<file path="src/logic/arch_defs_pkg.sv">
`default_nettype none

package arch_defs_pkg;

    // =========================================================================
    // Instruction set
    // =========================================================================
    typedef enum logic [7:0] {
        NOP   = 8'h00,
        LDI_A = 8'h01,
        LDI_B = 8'h02,
        LDI_C = 8'h03,
        LDA   = 8'h04,
        JMP   = 8'h05,
        JZ    = 8'h06,
        JNZ   = 8'h07,
        JN    = 8'h08,
        HLT   = 8'hFF
    } opcode_t;

    // Sequencer states
    typedef enum logic [2:0] {
        S_RESET,
        S_INIT,
        S_LATCH_ADDR,
        S_READ_BYTE,
        S_LATCH_BYTE,
        S_CHK_MORE_BYTES,
        S_EXECUTE,
        S_HALT
    } fsm_state_t;

    typedef enum logic [2:0] {
        MS0, MS1, MS2, MS3, MS4, MS5, MS6, MS7
    } microstep_t;

    // =========================================================================
    // Control word, one strobe per field
    // =========================================================================
    typedef struct packed {
        logic load_origin;        // Clear PC
        logic load_mar_pc;        // MAR <= PC
        logic load_mar_addr_low;
        logic load_mar_addr_high;
        logic oe_ram;             // RAM data onto bus
        logic pc_enable;          // PC increment
        logic load_ir;
        logic load_temp_1;
        logic load_temp_2;
        logic oe_temp_1;
        logic oe_temp_2;
        logic load_pc_low_byte;
        logic load_pc_high_byte;
        logic load_a;
        logic load_b;
        logic load_c;
        logic load_flags;
        logic load_sets_zn;       // Z and N taken from bus value
        logic halt;
        logic last_step;          // Final microstep of instruction
        logic check_zero;
        logic check_not_zero;
        logic check_carry;
        logic check_negative;
    } control_word_t;

    // Flag bit positions
    localparam int flag_zero     = 0;
    localparam int flag_carry    = 1;
    localparam int flag_negative = 2;

endpackage

`default_nettype wire

</file>
<file path="src/logic/address_unit.sv">
`timescale 1ns/1ps
`default_nettype none

module address_unit import arch_defs_pkg::*; (
    input  logic          clk,
    input  logic          reset,
    input  control_word_t control_word,
    input  logic [7:0]    bus,
    output logic [15:0]   mem_addr,
    output logic [15:0]   pc
);

    // PC and MAR, MAR drives the RAM address directly
    always_ff @(posedge clk) begin
        if (reset) begin
            pc       <= 16'h0000;
            mem_addr <= 16'h0000;
        end else begin
            if (control_word.load_origin) begin
                pc <= 16'h0000;
            end else if (control_word.pc_enable) begin
                pc <= pc + 16'd1;
            end else begin
                if (control_word.load_pc_low_byte)
                    pc[7:0] <= bus;               // Jump target low
                if (control_word.load_pc_high_byte)
                    pc[15:8] <= bus;
            end

            if (control_word.load_mar_pc) begin
                mem_addr <= pc;                   // Fetch address
            end else begin
                if (control_word.load_mar_addr_low)
                    mem_addr[7:0] <= bus;         // Operand address
                if (control_word.load_mar_addr_high)
                    mem_addr[15:8] <= bus;
            end
        end
    end

    // Fetch increment and jump load come from different FSM phases
    assert property (@(posedge clk) disable iff (reset)
        !(control_word.pc_enable &&
          (control_word.load_pc_low_byte || control_word.load_pc_high_byte)));

endmodule

`default_nettype wire

</file>
<file path="src/logic/control_unit.sv">
`timescale 1ns/1ps
`default_nettype none

module control_unit import arch_defs_pkg::*; (
    input  logic          clk,
    input  logic          reset,
    input  opcode_t       opcode,
    input  logic [2:0]    flags,
    output control_word_t control_word,
    output logic          halted
);

    fsm_state_t    state, next_state;
    microstep_t    step, next_step;
    logic [1:0]    byte_count, next_byte_count;
    logic [1:0]    num_operand_bytes;
    logic          opcode_known;
    control_word_t rom_word;
    logic          cond_checked;
    logic          cond_met;

    // =========================================================================
    // Operand count table
    // =========================================================================
    always_comb begin
        opcode_known = 1'b1;
        case (opcode)
            NOP, HLT:                num_operand_bytes = 2'd0;
            LDI_A, LDI_B, LDI_C:     num_operand_bytes = 2'd1;
            LDA, JMP, JZ, JNZ, JN:   num_operand_bytes = 2'd2;
            default: begin
                num_operand_bytes = 2'd0;
                opcode_known = 1'b0;    // Sends FSM to halt
            end
        endcase
    end

    // =========================================================================
    // Microcode ROM
    // =========================================================================
    function automatic control_word_t microcode_row(opcode_t op, microstep_t ms);
        control_word_t cw;
        cw = '0;
        case (op)
            NOP: cw.last_step = 1'b1;
            LDI_A, LDI_B, LDI_C: begin
                cw.oe_temp_1    = 1'b1;
                cw.load_a       = (op == LDI_A);
                cw.load_b       = (op == LDI_B);
                cw.load_c       = (op == LDI_C);
                cw.load_flags   = 1'b1;
                cw.load_sets_zn = 1'b1;
                cw.last_step    = 1'b1;
            end
            JMP, JZ, JNZ, JN: begin
                if (ms == MS0) begin
                    cw.oe_temp_1        = 1'b1;  // Low target byte
                    cw.load_pc_low_byte = 1'b1;
                end else begin
                    cw.oe_temp_2         = 1'b1; // High target byte
                    cw.load_pc_high_byte = 1'b1;
                    cw.last_step         = 1'b1;
                end
                // Check bit on both steps, so a miss leaves PC alone
                cw.check_zero     = (op == JZ);
                cw.check_not_zero = (op == JNZ);
                cw.check_negative = (op == JN);
            end
            LDA: begin
                case (ms)
                    MS0: cw.oe_temp_1 = 1'b1;
                    MS1: begin
                        cw.oe_temp_1         = 1'b1;
                        cw.load_mar_addr_low = 1'b1;
                    end
                    MS2: cw.oe_temp_2 = 1'b1;
                    MS3: begin
                        cw.oe_temp_2          = 1'b1;
                        cw.load_mar_addr_high = 1'b1;
                    end
                    MS4: cw.oe_ram = 1'b1;      // RAM read in flight
                    default: begin
                        cw.oe_ram       = 1'b1;
                        cw.load_a       = 1'b1;
                        cw.load_flags   = 1'b1;
                        cw.load_sets_zn = 1'b1;
                        cw.last_step    = 1'b1;
                    end
                endcase
            end
            default: cw.halt = 1'b1;            // HLT and anything unknown
        endcase
        return cw;
    endfunction

    assign rom_word = microcode_row(opcode, step);

    assign cond_checked = rom_word.check_zero | rom_word.check_not_zero |
                          rom_word.check_negative;
    assign cond_met = (rom_word.check_zero     &  flags[flag_zero])  |
                      (rom_word.check_not_zero & ~flags[flag_zero])  |
                      (rom_word.check_negative &  flags[flag_negative]);

    // =========================================================================
    // Sequencer
    // =========================================================================
    always_ff @(posedge clk) begin
        if (reset) begin
            state      <= S_RESET;
            step       <= MS0;
            byte_count <= 2'd0;
        end else begin
            state      <= next_state;
            step       <= next_step;
            byte_count <= next_byte_count;
        end
    end

    always_comb begin
        next_state      = state;
        next_step       = step;
        next_byte_count = byte_count;
        control_word    = '0;
        case (state)
            S_RESET: next_state = S_INIT;
            S_INIT: begin
                control_word.load_origin = 1'b1;
                next_state = S_LATCH_ADDR;
            end
            S_LATCH_ADDR: begin
                control_word.load_mar_pc = 1'b1;
                next_state = S_READ_BYTE;
            end
            S_READ_BYTE: begin
                control_word.oe_ram = 1'b1;
                next_state = S_LATCH_BYTE;
            end
            S_LATCH_BYTE: begin
                if (byte_count == 2'd3) begin
                    next_state = S_HALT;            // Byte overflow
                end else begin
                    control_word.oe_ram      = 1'b1;
                    control_word.pc_enable   = 1'b1;
                    control_word.load_ir     = (byte_count == 2'd0);
                    control_word.load_temp_1 = (byte_count == 2'd1);
                    control_word.load_temp_2 = (byte_count == 2'd2);
                    next_byte_count = byte_count + 2'd1;
                    next_state = S_CHK_MORE_BYTES;
                end
            end
            S_CHK_MORE_BYTES: begin
                if (!opcode_known) begin
                    next_state = S_HALT;
                end else if (byte_count > num_operand_bytes) begin
                    next_state      = S_EXECUTE;
                    next_byte_count = 2'd0;
                end else begin
                    next_state = S_LATCH_ADDR;
                end
            end
            S_EXECUTE: begin
                control_word = rom_word;
                if (rom_word.halt) begin
                    next_state = S_HALT;
                    next_step  = MS0;
                end else if (cond_checked && !cond_met) begin
                    control_word.load_pc_low_byte  = 1'b0;  // Branch not taken
                    control_word.load_pc_high_byte = 1'b0;
                    next_state = S_LATCH_ADDR;
                    next_step  = MS0;
                end else if (rom_word.last_step) begin
                    next_state = S_LATCH_ADDR;
                    next_step  = MS0;
                end else begin
                    next_step = microstep_t'(step + 3'd1);
                end
            end
            default: next_state = S_HALT;           // S_HALT holds until reset
        endcase
    end

    assign halted = (state == S_HALT);

    // Bus has a single driver per cycle
    assert property (@(posedge clk) disable iff (reset)
        $onehot0({control_word.oe_ram, control_word.oe_temp_1, control_word.oe_temp_2}));

    assert property (@(posedge clk) disable iff (reset)
        !(control_word.last_step && control_word.halt));

endmodule

`default_nettype wire

</file>
<file path="src/logic/cpu_datapath.sv">
`timescale 1ns/1ps
`default_nettype none

module cpu_datapath import arch_defs_pkg::*; (
    input  logic          clk,
    input  logic          reset,
    input  control_word_t control_word,
    input  logic [7:0]    rd_data,
    output logic [7:0]    bus,
    output opcode_t       opcode,
    output logic [7:0]    reg_a,
    output logic [7:0]    reg_b,
    output logic [7:0]    reg_c,
    output logic [2:0]    flags
);

    logic [7:0] temp_1;     // First operand byte
    logic [7:0] temp_2;     // Second operand byte

    // =========================================================================
    // Shared bus
    // =========================================================================
    always_comb begin
        if (control_word.oe_ram)
            bus = rd_data;
        else if (control_word.oe_temp_1)
            bus = temp_1;
        else if (control_word.oe_temp_2)
            bus = temp_2;
        else
            bus = 8'h00;    // Idle bus reads as zero
    end

    // Instruction and operand capture
    always_ff @(posedge clk) begin
        if (control_word.load_ir)
            opcode <= opcode_t'(bus);
        if (control_word.load_temp_1)
            temp_1 <= bus;
        if (control_word.load_temp_2)
            temp_2 <= bus;
    end

    // =========================================================================
    // Registers and flags
    // =========================================================================
    always_ff @(posedge clk) begin
        if (reset) begin
            reg_a <= 8'h00;
            reg_b <= 8'h00;
            reg_c <= 8'h00;
            flags <= 3'b000;
        end else begin
            if (control_word.load_a)
                reg_a <= bus;
            if (control_word.load_b)
                reg_b <= bus;
            if (control_word.load_c)
                reg_c <= bus;
            if (control_word.load_flags && control_word.load_sets_zn) begin
                flags[flag_zero]     <= (bus == 8'h00);
                flags[flag_negative] <= bus[7];     // Sign bit
            end                                     // Carry held
        end
    end

endmodule

`default_nettype wire

</file>
<file path="src/logic/cpu_top.sv">
`timescale 1ns/1ps
`default_nettype none

module cpu_top import arch_defs_pkg::*; #(
    parameter int mem_addr_bits = 8
) (
    input  logic        clk,
    input  logic        reset,
    input  logic        prog_we,
    input  logic [15:0] prog_addr,
    input  logic [7:0]  prog_data,
    output logic [7:0]  reg_a,
    output logic [7:0]  reg_b,
    output logic [7:0]  reg_c,
    output logic [2:0]  flags,
    output logic [15:0] pc,
    output logic        halted
);

    control_word_t control_word;
    opcode_t       opcode;
    logic [7:0]    bus;
    logic [7:0]    rd_data;
    logic [15:0]   mem_addr;

    control_unit i_control_unit (
        .clk          (clk),
        .reset        (reset),
        .opcode       (opcode),
        .flags        (flags),
        .control_word (control_word),
        .halted       (halted)
    );

    address_unit i_address_unit (
        .clk          (clk),
        .reset        (reset),
        .control_word (control_word),
        .bus          (bus),
        .mem_addr     (mem_addr),
        .pc           (pc)
    );

    cpu_datapath i_cpu_datapath (
        .clk          (clk),
        .reset        (reset),
        .control_word (control_word),
        .rd_data      (rd_data),
        .bus          (bus),
        .opcode       (opcode),
        .reg_a        (reg_a),
        .reg_b        (reg_b),
        .reg_c        (reg_c),
        .flags        (flags)
    );

    program_ram #(
        .mem_addr_bits (mem_addr_bits)
    ) i_program_ram (
        .clk       (clk),
        .mem_addr  (mem_addr),
        .rd_data   (rd_data),
        .prog_we   (prog_we),
        .prog_addr (prog_addr),
        .prog_data (prog_data)
    );

endmodule

`default_nettype wire

</file>
<file path="src/logic/program_ram.sv">
`timescale 1ns/1ps
`default_nettype none

module program_ram #(
    parameter int mem_addr_bits = 8
) (
    input  logic        clk,
    input  logic [15:0] mem_addr,
    output logic [7:0]  rd_data,
    input  logic        prog_we,
    input  logic [15:0] prog_addr,
    input  logic [7:0]  prog_data
);

    logic [7:0] mem [2**mem_addr_bits];

    // Registered read for the CPU, write port for loading a program
    always_ff @(posedge clk) begin
        if (prog_we)
            mem[prog_addr[mem_addr_bits-1:0]] <= prog_data;
        rd_data <= mem[mem_addr[mem_addr_bits-1:0]];    // Upper bits ignored
    end

endmodule

`default_nettype wire

</file>
<file path="config.mk">
export PLATFORM = sky130hd
export DESIGN_NAME = cpu_top
export DESIGN_NICKNAME = d
export VERILOG_FILES = /design/src/logic/arch_defs_pkg.sv /design/src/logic/address_unit.sv /design/src/logic/control_unit.sv /design/src/logic/cpu_datapath.sv /design/src/logic/cpu_top.sv /design/src/logic/program_ram.sv
export SDC_FILE = /design/constraint.sdc
export NUM_CORES = 2
export LEC_CHECK = 0
export ABC_CLOCK_PERIOD_IN_PS = 2900
export BUFFER_PORTS_ARGS = -buffer_cell sky130_fd_sc_hd__buf_4
export CORE_ASPECT_RATIO = 0.7
export CORE_MARGIN = 2
export CORE_UTILIZATION = 63
export DETAILED_ROUTE_END_ITERATION = 6
export GPL_TIMING_DRIVEN = 0
export PLACE_DENSITY = 0.81
export SLEW_MARGIN = 25
export SYNTH_ARGS = -nofsm -noshare
export SYNTH_HDL_FRONTEND = slang
export SYNTH_HIERARCHICAL = 1
export SYNTH_SLANG_ARGS = --single-unit
export TNS_END_PERCENT = 100
</file>
<file path="constraint.sdc">
create_clock -name clk -period 2.9 [get_ports clk]
set_input_delay 0.87 -clock clk [delete_from_list [all_inputs] [get_ports clk]]
set_output_delay 0.87 -clock clk [all_outputs]
set_load 0.01 [all_outputs]
</file>
==> flow_metrics.py <==
metrics = {
    "critical_path": {
        "arrival_ns": 4.07,
        "crit_path_max_incr_delay_ns": 0.55,
        "crit_required_ns": 3.57,
        "crit_fanout": 10,
        "criticalPathCategory": "flop to flop",
        "crit_start": "i_address_unit/mem_addr[1]",
        "critPathBufInv": 4,
        "startpoint_type": "flop",
        "critPathSlowestCell": "a22oi_1",
        "timing.rr.start": "i_address_unit/mem_addr[1]",
        "path_cells": "buf_4, buf_12, buf_6, clkbuf_2, mux4_2, a22oi_1, a21oi_1, nor4_2, nor4_4",
        "critPathTopFamily": "buffers and inverters",
        "cp-end-kind": "flop",
    },
    "global_routing": {
        "antenna_found_initial": 20,
        "grt_pass1_vias": 46980,
        "gr-total-overflow": 0,
        "grt_max_degree": 126,
        "grt_pass1_wl_um": 371800,
        "track_usage_pct": 40.41,
    },
    "die": {
        "start_util_pct": 63.24,
        "die_area_sq_mm": 0.1362,
        "dieWidth_um": 440.3,
        "coreArea_sq_mm": 0.1327,
        "rows": 112,
        "die_h_um": 309.4,
        "ios": 71,
    },
    "drt": {
        "dr.first_iter.drc_count": 10970,
        "ant_nets": 0,
        "routed_via_density": 7.712,
        "post_drt_wl_per_cell_um": 42.74,
        "first_pass_iters": 7,
        "num_vias": 49990,
        "drc": 59,
        "routed_wl_um": 277100,
    },
    "timing": {
        "setup_ws_ns": -0.4941,
        "slew_headroom_pct": 11.18,
        "worstMarginPinSlew_ns": 1.332,
        "clock-skew-final_ns": 0.02882,
        "fmax_mhz": 294.6,
        "rsz0062_at_grt": "true",
        "post-route-period-util_pct": 117.0,
        "setup_violations": 612,
        "hold_viol": 0,
        "final-max-slew-violation-count": 0,
        "fin_crit_ns": 3.394,
    },
    "status": {
        "status": "finished, violations left",
        "violations": "DRC, setup timing",
    },
    "yosys": {
        "synth_area_per_cell_sq_um": 20.09,
        "yosys_warnings": 6,
        "syn-instance-count": 4177,
        "synth.cell_area_sq_mm": 0.08393,
        "syn_nets": 4216,
    },
    "final_layout": {
        "fill_cells": 6866,
        "layout.nets": 4601,
        "final_layout_size_suffix_gt1_share_pct": 32.99,
        "final_core_util_pct": 73.62,
        "area_growth_pct": 16.40,
    },
    "clocking": {
        "clk_pin_slew_worst_paths_ns": 0.07,
        "clockBufferDepth": 3,
        "cts-root-buf": "clkbuf_16",
        "clk_latency_ns": 0.83,
        "numCtsBuffers": 181,
        "cts.sinks": 2138,
        "cts_tree": "done",
        "htreeDepth": 4,
    },
    "pwr": {
        "p_leak_uw": 0.02929,
        "vdd_ir_drop_max_mv": 0.7016,
        "totalPowerFinal_uw": 59640,
        "power_density_mw_per_mm2": 610.4,
    },
    "worst_hold_path": {
        "worstHoldStart": "reset",
        "min_path_type": "input port to flop",
    },
    "job": {
        "maxCapViolations": 0,
    },
    "place": {
        "hpwl_um": 167900,
        "port_buffers": 55,
        "place_ws_ns": -1.968,
        "gp_congestion": 1.030,
    },
}
==> routing by layer <==
layer,GRT usage (%),part of all wire [%]
met2,54.67,41
met4,21.97,7.0
met5,2.174,0.34
met3,20.95,20
met1,53.09,31
==> through the flow <==
step / instance area [sq um] / hold WS (ns) / instances / TNS (ns)
floorplan: 83930 / 0.4904 / 4177 / 0
global placement: 86550 / 0.4777 / 5999 / -2962.55
detailed placement: 87360 / 0.4905 / 6028 / -1967.44
CTS: 96530 / 0.3458 / 6416 / -6.055
global route: 97690 / 0.4211 / 6480 / -3.513
finish: 97700 / 0.3978 / 6482 / -35.51
==> cells in the final DEF (no fill, tap or decap), types with 62 or more instances in the layout <==
| cell type | count |
|---|---|
| edfxtp_1 | 2072 |
| mux4_2 | 454 |
| clkbuf_16 | 192 |
| nor2_1 | 169 |
| buf_4 | 169 |
| mux2i_1 | 165 |
| nor2_2 | 115 |
| a22oi_1 | 98 |
| a21oi_1 | 85 |
| clkbuf_1 | 84 |
| dfxtp_1 | 63 |
| nor2_4 | 62 |
==> area by class of cell <==
cell class / instances / area, sq um / area share, %
sequential: 2138 / 63550 / 65.05
timing repair buffer: 208 / 2455 / 2.513
buffer: 260 / 2610 / 2.672
multi-input combinational: 1758 / 21060 / 21.55
antenna: 7 / 17.52 / 0.01793
tap: 1767 / 2211 / 2.263
clock buffer: 238 / 4932 / 5.048
clock inverter: 91 / 799.5 / 0.8184
inverter: 15 / 65.06 / 0.06660
==> path summary, 6_finish.rpt <==
| check | endpoint | slack, ns | depth (start not counted) |
|---|---|---|---|
| min | i_address_unit/mem_addr[3] | 0.40 | 2 |
| max reg2reg | i_program_ram/rd_data[6] | -0.49 | 9 |
| max | i_program_ram/rd_data[6] | -0.49 | 9 |
| min reg2reg | i_cpu_datapath/reg_c[5] | 0.50 | 2 |
==> where the power goes <==
group,switching (uW),internal [uW],leakage [uW],total [uW]
clock network,11200,13100,0.00280,24300
logic,1040,355,0.00733,1400
registers,30.6,33900,0.0192,33900
total,12300,47300,0.0293,59600
==> registers in the layout (all words and copies together), names as in the netlist <==
signal / count
i_program_ram/mem: 2048
i_address_unit/pc: 16
i_address_unit/mem_addr: 8
i_cpu_datapath/opcode: 8
i_cpu_datapath/reg_a: 8
i_cpu_datapath/reg_b: 8
i_cpu_datapath/reg_c: 8
i_cpu_datapath/temp_1: 8
i_cpu_datapath/temp_2: 8
i_program_ram/rd_data: 8
i_control_unit/state: 3
i_control_unit/step: 3
i_control_unit/byte_count: 2
i_cpu_datapath/flags: 2
==> what timing repair did <==
action	CTS	global route
pin swaps	62	50
gates resized for setup	702	144
gates cloned	0	3
endpoints found under the setup margin	1423	1274
setup buffers	64	58
hold buffers	0	0
(Power assumes the default switching activity.)
